===== config.mk =====
export PLATFORM = sky130hd
export DESIGN_NAME = ping_subsys_top
export DESIGN_NICKNAME = d
export VERILOG_FILES = /design/src/ping_cfg_pkg.sv /design/src/ping_fsm_pkg.sv /design/src/ping_lfsr.sv /design/src/ping_timer.sv /design/src/ping_chan.sv /design/src/ping_fail_status.sv /design/src/ping_subsys_top.sv
export SDC_FILE = /design/constraint.sdc
export NUM_CORES = 1
export LEC_CHECK = 0
export BUFFER_PORTS_ARGS = -buffer_cell sky130_fd_sc_hd__buf_2
export CAP_MARGIN = 10
export CORE_UTILIZATION = 35
export DETAILED_ROUTE_END_ITERATION = 10
export MAX_ROUTING_LAYER = met4
export PLACE_DENSITY = 0.62
export SLEW_MARGIN = 25
export SYNTH_ARGS = -nofsm -noshare
export SYNTH_HDL_FRONTEND = slang
export SYNTH_SLANG_ARGS = --single-unit

===== constraint.sdc =====
create_clock -name clk_i -period 2.9 [get_ports clk_i]
set_input_delay 0.29 -clock clk_i [delete_from_list [all_inputs] [get_ports clk_i]]
set_output_delay 0.29 -clock clk_i [all_outputs]
set_load 0.05 [all_outputs]

===== src/ping_cfg_pkg.sv =====
// ping subsystem configuration
// channel counts, counter and LFSR widths, and the vector types that
// carry these sizes between the timer, the channels and the status block

`default_nettype none

package ping_cfg_pkg;

  ////////////////////////////////////////
  // channel counts
  ////////////////////////////////////////

  // alert channels occupy the low channel indices, escalation channels the high ones
  localparam int unsigned NAlerts = 4;
  localparam int unsigned NEscSev = 4;
  localparam int unsigned NChan   = NAlerts + NEscSev;

  ////////////////////////////////////////
  // widths
  ////////////////////////////////////////

  localparam int unsigned PingCntDw = 16;
  localparam int unsigned LfsrDw    = 32;
  localparam int unsigned AlertIdDw = 2;
  localparam int unsigned EscIdDw   = 2;

  // a cycle count for waits and timeouts
  typedef logic [PingCntDw-1:0] ping_cnt_t;
  // LFSR state, also the width of one entropy word
  typedef logic [LfsrDw-1:0]    lfsr_t;
  typedef logic [AlertIdDw-1:0] alert_id_t;
  typedef logic [EscIdDw-1:0]   esc_id_t;
  // one bit per channel of the given kind
  typedef logic [NAlerts-1:0]   alert_vec_t;
  typedef logic [NEscSev-1:0]   esc_vec_t;

endpackage

`default_nettype wire


===== src/ping_fsm_pkg.sv =====
// ping timer state machine definitions
// sparse state encoding, LFSR reset seed and fixed timer constants

`default_nettype none

package ping_fsm_pkg;

  ////////////////////////////////////////
  // state encoding
  ////////////////////////////////////////

  // every pair of codes differs in at least five bits, so a single
  // upset cannot move the machine into another legal state
  typedef enum logic [8:0] {
    InitSt      = 9'b011001011,
    AlertWaitSt = 9'b110000000,
    AlertPingSt = 9'b101110001,
    EscWaitSt   = 9'b010110110,
    EscPingSt   = 9'b000011101,
    FsmErrorSt  = 9'b101101110
  } ping_state_e;

  ////////////////////////////////////////
  // timer constants
  ////////////////////////////////////////

  // both LFSR copies start here, must be nonzero
  localparam ping_cfg_pkg::lfsr_t LfsrSeedDefault = 32'h6b3e_91d5;
  // ORed into each drawn wait to keep pings at least a few cycles apart
  localparam ping_cfg_pkg::ping_cnt_t MinWaitOr = 16'h0004;
  // the reseed timer is this many bits wider than the wait counter
  localparam int unsigned ReseedExtraBits = 3;

endpackage

`default_nettype wire


===== src/ping_lfsr.sv =====
// redundant pseudo random source for the ping timer
// two Galois LFSRs step in lockstep and fold in entropy words,
// any difference between the copies is flagged as an error

`timescale 1ns/1ns
`default_nettype none

module ping_lfsr (
  input  logic                clk_i,
  input  logic                rst_ni,
  input  logic                en_i,
  input  ping_cfg_pkg::lfsr_t entropy_i,
  output ping_cfg_pkg::lfsr_t state_o,
  output logic                err_o
);
  import ping_cfg_pkg::*;
  import ping_fsm_pkg::*;

  lfsr_t lfsr_q [2];

  ////////////////////////////////////////
  // lockstep LFSR copies
  ////////////////////////////////////////

  for (genvar k = 0; k < 2; k++) begin : gen_lfsr
    lfsr_t lfsr_step;
    lfsr_t lfsr_d;

    // right shifting Galois form of x^32 + x^22 + x^2 + x + 1
    assign lfsr_step = {1'b0, lfsr_q[k][LfsrDw-1:1]} ^
                       (lfsr_q[k][0] ? lfsr_t'(32'h8020_0003) : '0);

    // entropy is zero outside a reseed, so the XOR only acts on a transfer
    assign lfsr_d = lfsr_step ^ entropy_i;

    always_ff @(posedge clk_i or negedge rst_ni) begin
      if (!rst_ni) begin
        lfsr_q[k] <= LfsrSeedDefault;
      end else if (en_i) begin
        // an unlucky entropy word could cancel the state, fall back to the seed
        if (lfsr_d == '0) begin
          lfsr_q[k] <= LfsrSeedDefault;
        end else begin
          lfsr_q[k] <= lfsr_d;
        end
      end
    end
  end

  // only copy zero feeds the timer, copy one exists purely as a check
  assign state_o = lfsr_q[0];
  assign err_o   = (lfsr_q[0] != lfsr_q[1]);

  ////////////////////////////////////////
  // assertions
  ////////////////////////////////////////

  // the all zero state would lock up the sequence for good
  lfsr_nonzero_a: assert property (@(posedge clk_i) disable iff (!rst_ni)
    (lfsr_q[0] != '0) && (lfsr_q[1] != '0));

endmodule

`default_nettype wire


===== src/ping_timer.sv =====
// ping timer
// draws a random alert channel and a random pause from the LFSR, pings
// alert and escalation channels in turn and flags missing answers,
// counters and LFSR are duplicated and any disagreement is terminal

`timescale 1ns/1ns
`default_nettype none

module ping_timer (
  input  logic                     clk_i,
  input  logic                     rst_ni,
  input  logic                     en_i,
  output logic                     edn_req_o,
  input  logic                     edn_ack_i,
  input  ping_cfg_pkg::lfsr_t      edn_data_i,
  input  ping_cfg_pkg::alert_vec_t alert_ping_en_i,
  input  ping_cfg_pkg::ping_cnt_t  ping_timeout_cyc_i,
  input  ping_cfg_pkg::ping_cnt_t  wait_cyc_mask_i,
  output ping_cfg_pkg::alert_vec_t alert_ping_req_o,
  output ping_cfg_pkg::esc_vec_t   esc_ping_req_o,
  input  ping_cfg_pkg::alert_vec_t alert_ping_ok_i,
  input  ping_cfg_pkg::esc_vec_t   esc_ping_ok_i,
  output logic                     alert_fail_o,
  output logic                     esc_fail_o,
  output logic                     fsm_err_o
);
  import ping_cfg_pkg::*;
  import ping_fsm_pkg::*;

  logic [PingCntDw+ReseedExtraBits-1:0] reseed_timer_q;
  logic        reseed_en;
  lfsr_t       entropy;
  lfsr_t       lfsr_state;
  logic        lfsr_en;
  logic        lfsr_err;
  alert_id_t   id_to_ping;
  logic        id_vld;
  ping_cnt_t   wait_cyc;
  ping_cnt_t   cnt_q [2];
  esc_id_t     esc_cnt_q [2];
  logic        wait_cnt_load;
  logic        timeout_cnt_load;
  logic        esc_cnt_en;
  logic        timer_expired;
  logic        alert_ping_en;
  logic        esc_ping_en;
  ping_state_e state_d;
  ping_state_e state_q;

  ////////////////////////////////////////
  // reseed timer
  ////////////////////////////////////////

  // the request stays up for as long as the timer sits at zero
  assign edn_req_o = (reseed_timer_q == '0);
  assign reseed_en = edn_req_o & edn_ack_i;

  always_ff @(posedge clk_i or negedge rst_ni) begin
    if (!rst_ni) begin
      reseed_timer_q <= '0;
    end else if (!edn_req_o) begin
      reseed_timer_q <= reseed_timer_q - 1'b1;
    end else if (edn_ack_i) begin
      // roughly every eighth ping on average gets fresh entropy
      reseed_timer_q <= {wait_cyc_mask_i, {ReseedExtraBits{1'b1}}};
    end
  end

  ////////////////////////////////////////
  // random draws
  ////////////////////////////////////////

  assign entropy = reseed_en ? edn_data_i : '0;
  // advance on every counter load so each ping gets a new draw
  assign lfsr_en = reseed_en | wait_cnt_load | timeout_cnt_load;

  ping_lfsr u_ping_lfsr (
    .clk_i     (clk_i),
    .rst_ni    (rst_ni),
    .en_i      (lfsr_en),
    .entropy_i (entropy),
    .state_o   (lfsr_state),
    .err_o     (lfsr_err)
  );

  // the bits above the wait field pick the alert channel
  // the pick is taken when the ping state is entered and held until it is left
  // so that a reseed in the middle of a ping cannot move the request
  always_ff @(posedge clk_i or negedge rst_ni) begin
    if (!rst_ni) begin
      id_to_ping <= '0;
    end else if (timeout_cnt_load) begin
      id_to_ping <= lfsr_state[PingCntDw +: AlertIdDw];
    end
  end

  assign id_vld = alert_ping_en_i[id_to_ping];

  // the mask shortens waits in simulation, the OR keeps a minimum spacing
  assign wait_cyc = (lfsr_state[PingCntDw-1:0] | MinWaitOr) & wait_cyc_mask_i;

  ////////////////////////////////////////
  // duplicated counters
  ////////////////////////////////////////

  assign timer_expired = (cnt_q[0] == '0);

  for (genvar k = 0; k < 2; k++) begin : gen_dup_cnt
    always_ff @(posedge clk_i or negedge rst_ni) begin
      if (!rst_ni) begin
        cnt_q[k]     <= '0;
        esc_cnt_q[k] <= '0;
      end else begin
        if (wait_cnt_load) begin
          cnt_q[k] <= wait_cyc;
        end else if (timeout_cnt_load) begin
          cnt_q[k] <= ping_timeout_cyc_i;
        end else if (cnt_q[k] != '0) begin
          cnt_q[k] <= cnt_q[k] - 1'b1;
        end
        // escalation channels go round robin and not at random
        if (esc_cnt_en) begin
          if (esc_cnt_q[k] == esc_id_t'(NEscSev - 1)) begin
            esc_cnt_q[k] <= '0;
          end else begin
            esc_cnt_q[k] <= esc_cnt_q[k] + 1'b1;
          end
        end
      end
    end
  end

  ////////////////////////////////////////
  // ping state machine
  ////////////////////////////////////////

  assign alert_ping_req_o = alert_vec_t'(alert_ping_en) << id_to_ping;
  assign esc_ping_req_o   = esc_vec_t'(esc_ping_en) << esc_cnt_q[0];
  assign fsm_err_o        = (state_q == FsmErrorSt);

  always_comb begin
    state_d          = state_q;
    wait_cnt_load    = 1'b0;
    timeout_cnt_load = 1'b0;
    esc_cnt_en       = 1'b0;
    alert_ping_en    = 1'b0;
    esc_ping_en      = 1'b0;
    alert_fail_o     = 1'b0;
    esc_fail_o       = 1'b0;

    unique case (state_q)
      // idle until enabled, never entered again afterwards
      InitSt: begin
        if (en_i) begin
          state_d       = AlertWaitSt;
          wait_cnt_load = 1'b1;
        end
      end
      AlertWaitSt: begin
        if (timer_expired) begin
          state_d          = AlertPingSt;
          timeout_cnt_load = 1'b1;
        end
      end
      // a disabled channel is skipped after one cycle without a request
      AlertPingSt: begin
        alert_ping_en = id_vld;
        if (timer_expired || |(alert_ping_ok_i & alert_ping_req_o) || !id_vld) begin
          state_d       = EscWaitSt;
          wait_cnt_load = 1'b1;
          alert_fail_o  = timer_expired & id_vld;
        end
      end
      EscWaitSt: begin
        if (timer_expired) begin
          state_d          = EscPingSt;
          timeout_cnt_load = 1'b1;
        end
      end
      EscPingSt: begin
        esc_ping_en = 1'b1;
        if (timer_expired || |(esc_ping_ok_i & esc_ping_req_o)) begin
          state_d       = AlertWaitSt;
          wait_cnt_load = 1'b1;
          esc_cnt_en    = 1'b1;
          esc_fail_o    = timer_expired;
        end
      end
      // terminal, only a reset leaves it
      FsmErrorSt: begin
        state_d = FsmErrorSt;
      end
      default: begin
        state_d = FsmErrorSt;
      end
    endcase

    // disagreeing copies mean the logic was disturbed
    if (lfsr_err || (cnt_q[0] != cnt_q[1]) || (esc_cnt_q[0] != esc_cnt_q[1])) begin
      state_d = FsmErrorSt;
    end
  end

  always_ff @(posedge clk_i or negedge rst_ni) begin
    if (!rst_ni) begin
      state_q <= InitSt;
    end else begin
      state_q <= state_d;
    end
  end

  ////////////////////////////////////////
  // assertions
  ////////////////////////////////////////

  // at most one channel of either kind is pinged at any time
  ping_req_onehot0_a: assert property (@(posedge clk_i) disable iff (!rst_ni)
    $onehot0({alert_ping_req_o, esc_ping_req_o}));

  // the round robin index always points at a real escalation channel
  esc_ping_onehot_a: assert property (@(posedge clk_i) disable iff (!rst_ni)
    (state_q == EscPingSt) |-> $onehot(esc_ping_req_o));

endmodule

`default_nettype wire


===== src/ping_chan.sv =====
// ping channel
// turns a ping request level into a one cycle ping strobe and sorts
// the acknowledges that come back into expected and spurious ones

`timescale 1ns/1ns
`default_nettype none

module ping_chan (
  input  logic clk_i,
  input  logic rst_ni,
  input  logic req_i,
  input  logic ack_i,
  output logic ping_o,
  output logic ok_o,
  output logic spurious_o
);

  logic req_q;
  logic req_rise;
  logic pending_q;

  // a new ping starts on the rising edge of the request
  assign req_rise = req_i & ~req_q;

  always_ff @(posedge clk_i or negedge rst_ni) begin
    if (!rst_ni) begin
      req_q      <= 1'b0;
      ping_o     <= 1'b0;
      pending_q  <= 1'b0;
      ok_o       <= 1'b0;
      spurious_o <= 1'b0;
    end else begin
      req_q  <= req_i;
      ping_o <= req_rise;

      // the ping stays outstanding until answered or withdrawn by the timer
      if (req_rise) begin
        pending_q <= 1'b1;
      end else if (ack_i || !req_i) begin
        pending_q <= 1'b0;
      end

      // only an answer to an outstanding ping counts as ok
      ok_o       <= ack_i & pending_q;
      spurious_o <= ack_i & ~pending_q;
    end
  end

  ////////////////////////////////////////
  // assertions
  ////////////////////////////////////////

  // the responder answers with a single cycle strobe and no back-pressure
  ack_strobe_a: assert property (@(posedge clk_i) disable iff (!rst_ni)
    ack_i |=> !ack_i);

endmodule

`default_nettype wire


===== src/ping_fail_status.sv =====
// ping failure status
// collects timeouts, spurious acknowledges and the timer error into
// sticky flags, the error flag survives a clear

`timescale 1ns/1ns
`default_nettype none

module ping_fail_status (
  input  logic                           clk_i,
  input  logic                           rst_ni,
  input  logic                           clr_i,
  input  logic                           alert_fail_i,
  input  logic                           esc_fail_i,
  input  logic                           fsm_err_i,
  input  logic [ping_cfg_pkg::NChan-1:0] spurious_i,
  output logic                           alert_fail_o,
  output logic                           esc_fail_o,
  output logic                           spurious_o,
  output logic                           fsm_err_o
);

  logic spurious_any;

  // any channel may report an unexpected acknowledge
  assign spurious_any = |spurious_i;

  always_ff @(posedge clk_i or negedge rst_ni) begin
    if (!rst_ni) begin
      alert_fail_o <= 1'b0;
      esc_fail_o   <= 1'b0;
      spurious_o   <= 1'b0;
      fsm_err_o    <= 1'b0;
    end else begin
      // an event in the clear cycle itself is still recorded
      alert_fail_o <= (alert_fail_o & ~clr_i) | alert_fail_i;
      esc_fail_o   <= (esc_fail_o & ~clr_i) | esc_fail_i;
      spurious_o   <= (spurious_o & ~clr_i) | spurious_any;
      // the timer error is terminal so its flag ignores the clear
      fsm_err_o    <= fsm_err_o | fsm_err_i;
    end
  end

  ////////////////////////////////////////
  // assertions
  ////////////////////////////////////////

  // the timer never leaves its error state so its error input never drops again
  fsm_err_terminal_a: assert property (@(posedge clk_i) disable iff (!rst_ni)
    fsm_err_i |=> fsm_err_i);

endmodule

`default_nettype wire


===== src/ping_subsys_top.sv =====
// ping liveness checker top level
// the timer requests pings, eight channels talk to the responders and
// the status block gathers all failures

`timescale 1ns/1ns
`default_nettype none

module ping_subsys_top (
  input  logic                           clk_i,
  input  logic                           rst_ni,
  input  logic                           en_i,
  input  logic                           clr_i,
  input  logic                           edn_ack_i,
  input  ping_cfg_pkg::lfsr_t            edn_data_i,
  input  ping_cfg_pkg::alert_vec_t       alert_ping_en_i,
  input  ping_cfg_pkg::ping_cnt_t        ping_timeout_cyc_i,
  input  ping_cfg_pkg::ping_cnt_t        wait_cyc_mask_i,
  input  logic [ping_cfg_pkg::NChan-1:0] ack_i,
  output logic                           edn_req_o,
  output logic [ping_cfg_pkg::NChan-1:0] ping_o,
  output logic                           alert_fail_o,
  output logic                           esc_fail_o,
  output logic                           spurious_o,
  output logic                           fsm_err_o
);
  import ping_cfg_pkg::*;

  alert_vec_t       alert_ping_req;
  alert_vec_t       alert_ping_ok;
  esc_vec_t         esc_ping_req;
  esc_vec_t         esc_ping_ok;
  logic [NChan-1:0] chan_req;
  logic [NChan-1:0] chan_ok;
  logic [NChan-1:0] chan_spurious;
  logic             alert_fail;
  logic             esc_fail;
  logic             fsm_err;

  ping_timer u_ping_timer (
    .clk_i              (clk_i),
    .rst_ni             (rst_ni),
    .en_i               (en_i),
    .edn_req_o          (edn_req_o),
    .edn_ack_i          (edn_ack_i),
    .edn_data_i         (edn_data_i),
    .alert_ping_en_i    (alert_ping_en_i),
    .ping_timeout_cyc_i (ping_timeout_cyc_i),
    .wait_cyc_mask_i    (wait_cyc_mask_i),
    .alert_ping_req_o   (alert_ping_req),
    .esc_ping_req_o     (esc_ping_req),
    .alert_ping_ok_i    (alert_ping_ok),
    .esc_ping_ok_i      (esc_ping_ok),
    .alert_fail_o       (alert_fail),
    .esc_fail_o         (esc_fail),
    .fsm_err_o          (fsm_err)
  );

  // alerts sit in the low channel bits, escalations above them
  assign chan_req      = {esc_ping_req, alert_ping_req};
  assign alert_ping_ok = chan_ok[NAlerts-1:0];
  assign esc_ping_ok   = chan_ok[NChan-1:NAlerts];

  for (genvar i = 0; i < NChan; i++) begin : gen_chan
    ping_chan u_ping_chan (
      .clk_i      (clk_i),
      .rst_ni     (rst_ni),
      .req_i      (chan_req[i]),
      .ack_i      (ack_i[i]),
      .ping_o     (ping_o[i]),
      .ok_o       (chan_ok[i]),
      .spurious_o (chan_spurious[i])
    );
  end

  ping_fail_status u_ping_fail_status (
    .clk_i        (clk_i),
    .rst_ni       (rst_ni),
    .clr_i        (clr_i),
    .alert_fail_i (alert_fail),
    .esc_fail_i   (esc_fail),
    .fsm_err_i    (fsm_err),
    .spurious_i   (chan_spurious),
    .alert_fail_o (alert_fail_o),
    .esc_fail_o   (esc_fail_o),
    .spurious_o   (spurious_o),
    .fsm_err_o    (fsm_err_o)
  );

endmodule

`default_nettype wire


==> results.md <==
- Post-synth ARST share: 1.00
- Worst min path class: in2reg
- Sequential area share after synthesis: 0.404
- Critical path startpoint category: flop
- GRT Total Usage: 0.225
- CP Data Arrival Time: 3.18 ns
- Final core occ: 0.421
- Int Pwr: 0.00466 W
- RSZ-0062 raised after global routing: true
- Row Count: 64
- Cells after DPL: 1680
- Final Slew Violations: 0
- Syn Std Cell Area: 10900 um^2
- Crit-path cells: inv_2 -> ha_2 -> or4b_4 -> nor4_4 -> buf_4 -> o21ai_2 -> and3_4 -> buf_4 -> nand3_4 -> buf_4 -> clkbuf_16 -> nor2_1 -> a21oi_1
- DR vias: 9513
- Routability cong.: 0.965
- Leakage: 5.33 nW
- CP required: 3.28 ns
- Status: completed
- CTS tree: done
- Crit path kind: reg2reg
- Port bufs: 93
- Min Tclk post-route: 2.80 ns
- Die H: 178 um
- Max FO, Critical Path: 20
- Starting Density: 0.356
- Initial antenna violation count: 0
- Area grow syn2layout: 18.1%
- Most common cell after layout, fill and taps aside: dfrtp_1
- DRT Pass-1 Iters: 5
- Yosys reg bits: 174
- Die width: 178 um
- Antenna fix cells: 0
- Synth cell types: 71
- Clk buf depth: 2
- Placed Area: 12000 um^2
- FMAX: 357 MHz
- Most frequent cells in the layout: dfrtp_1, xnor2_1, nor2_1, nand2_1, buf_2
- Final Hold Vio Count: 0
- Final cell count without fillers: 1721
- Synth top area cells: dfrtp_1, xnor2_1, dfstp_2
- Post-synth EDFFs: 0
- CTS buffer count: 17
- Max Cap Violations: 0
- Sw power: 0.00251 W
- CTS Sinks: 174
- Via/cell ratio: 5.53
- Iteration-0 DRC count of the detailed router: 826
- Fraction of layout instances using a drive strength above 1: 0.211
- Root Driver: clkbuf_16
- Post-DP HPWL: 25800 um
- First-pass GRT wire length: 52600 um
- Wirelength, routed: 34800 um
- Crit-path leading delay family: simple AND/OR/NAND/NOR gates
- Least-Margin Pin Slew: 0.559 ns
- Clk_skew: 0.0146 ns
- Slowest-stage cell, CP: or4b_4
- Largest net degree at the start of global routing: 74
- Worst vdd ir: 374 uV
- Pwr dens: 556 nW/um^2
- Synthesized area per cell: 8.86 um^2
- Nets: 1399
- DRC: 0
- Prevailing post-synth register cell: dfrtp_1
- Crit path capture type: flop
- Hold WS: 0.0653 ns
- Die area: 31900 um^2
- Worst relative slew slack: 0.625
- Post-DRT Antenna Nets: 0
- Mapped Nets: 1317
- Core Area: 30600 um^2
- Worst skew pair latency: 0.45 ns
- WP buf/inv: 5
- Synth top area share: 0.305
- Clk pin slew, worst setup/hold paths: 0.09 ns
- Worst path most repeated cell: buf_4
- Area leader, netlist: dfrtp_1
- Yosys warning count: 0
- Final period utilization: 0.966
- H-tree lvl count: 4
- Finished Cell Area: 12900 um^2
- Count of final setup violators: 0
- Power share of the clock group: 0.355
- Remaining Overflow, GRT: 0
- Sw Ratio: 0.350
- Slowest cell delay on critical path: 0.51 ns
- WL/cell: 20.2 um
- Gate power share: 0.213
- Synth Instances: 1230
- Number of global-route vias before repair: 8978
- Seq pwr share: 0.432
- # IOs: 94
- Final setup TNS: 0 ns
-- sequential cells by signal, indices dropped and copies added (netlist names) --
register	count
gen_chan.u_ping_chan.ok_o	8
gen_chan.u_ping_chan.pending_q	8
gen_chan.u_ping_chan.ping_o	8
gen_chan.u_ping_chan.req_q	8
gen_chan.u_ping_chan.spurious_o	8
u_ping_fail_status.alert_fail_o	1
u_ping_fail_status.esc_fail_o	1
u_ping_fail_status.fsm_err_o	1
u_ping_fail_status.spurious_o	1
u_ping_timer.cnt_q	32
u_ping_timer.esc_cnt_q	4
u_ping_timer.id_to_ping	2
u_ping_timer.reseed_timer_q	19
u_ping_timer.state_q	9
u_ping_timer.u_ping_lfsr.lfsr_q	32
u_ping_timer.u_ping_lfsr.state_o	32
-- power by group through the flow --
stage	clock [W]	combinational, W	sequential (W)
after global placement	0	0.00147	0.00310
final	0.00255	0.00153	0.00309
after floorplan	0	0.000969	0.00303
after global routing	0.00269	0.00169	0.00313
after detailed placement	0	0.00149	0.00311
after CTS	0.00258	0.00150	0.00307
-- cell type report --
type	count	area, um^2
sequential	174	4410
inverter	35	131
fill	2988	17700
clock buffer	17	425
multi-input combinational	921	6020
clock inverter	15	230
tap	396	495
timing repair buffer	163	1170
-- final timing paths --
path,start,end,slack [ns],depth (start not counted)
min in group asynchronous,rst_ni,u_ping_timer.u_ping_lfsr.lfsr_q[1],0.34,2
max,u_ping_timer.cnt_q[16],u_ping_timer.u_ping_lfsr.lfsr_q[13],0.1,13
min reg2reg,gen_chan[7].u_ping_chan.req_q,gen_chan[7].u_ping_chan.ping_o,0.43,1
min,clr_i,u_ping_fail_status.esc_fail_o,0.07,2
max in group asynchronous,rst_ni,u_ping_timer.u_ping_lfsr.lfsr_q[8],1.70,3
max reg2reg,u_ping_timer.cnt_q[16],u_ping_timer.u_ping_lfsr.lfsr_q[13],0.1,13
-- metal layers --
layer | track usage | share of wire | vias to the layer above
met2 | 0.338 | 0.46 | 379
met4 | 0.0900 | 0.034 | 0
li1 | - | - | 4397
met1 | 0.299 | 0.44 | 4672
met3 | 0.0418 | 0.074 | 65
met5 | - | 0 | -
-- through the flow --
step / power [W] / setup slack (ns)
2_1_floorplan: 0.00400 / 0.0504
3_3_place_gp: 0.00457 / 0.0955
3_5_place_dp: 0.00460 / 0.0124
4_1_cts: 0.00716 / 0.0296
5_1_grt: 0.00751 / -0.0161
6_report: 0.00717 / 0.0986
-- cells in the mapped netlist (all sizes together) (5+ instances only) --
cell type    n
a22oi       15
a211oi       5
nand4       21
nand2      116
nor3        20
nor2       115
clkbuf      71
mux2i       25
ha           6
or4          9
or3          8
o21ai       51
nand3b      10
inv         35
o31ai       17
nor2b       14
and2        11
a31oi       29
nor4        28
a21oi       67
xor2        62
o22ai        6
xnor2      129
nand2b      28
dfstp       41
and3         6
dfrtp      133
or2         13
nand3       49
buf         29
-- cell families (layout without fill, tap and decap cells) --
family          after synthesis  after routing  synth area share
compound gates              225            225             0.129
buf+inv                     135            230            0.0528
fa+ha+maj                     6              6           0.00689
mux                          32             32            0.0333
simple gates                466            466             0.218
flops                       174            174             0.404
xor+xnor                    192            192             0.156
-- repair_timing --
action                                  CTS  global route
endpoints found under the setup margin    3            83
gates cloned                              0             4
buffers inserted                          2             2
hold buffers                              1             0
pin swaps                                 1             3
hold endpoints to repair                 25             0
gates resized for setup                   3            19
No activity file was read; power rests on OpenSTA's default activity.
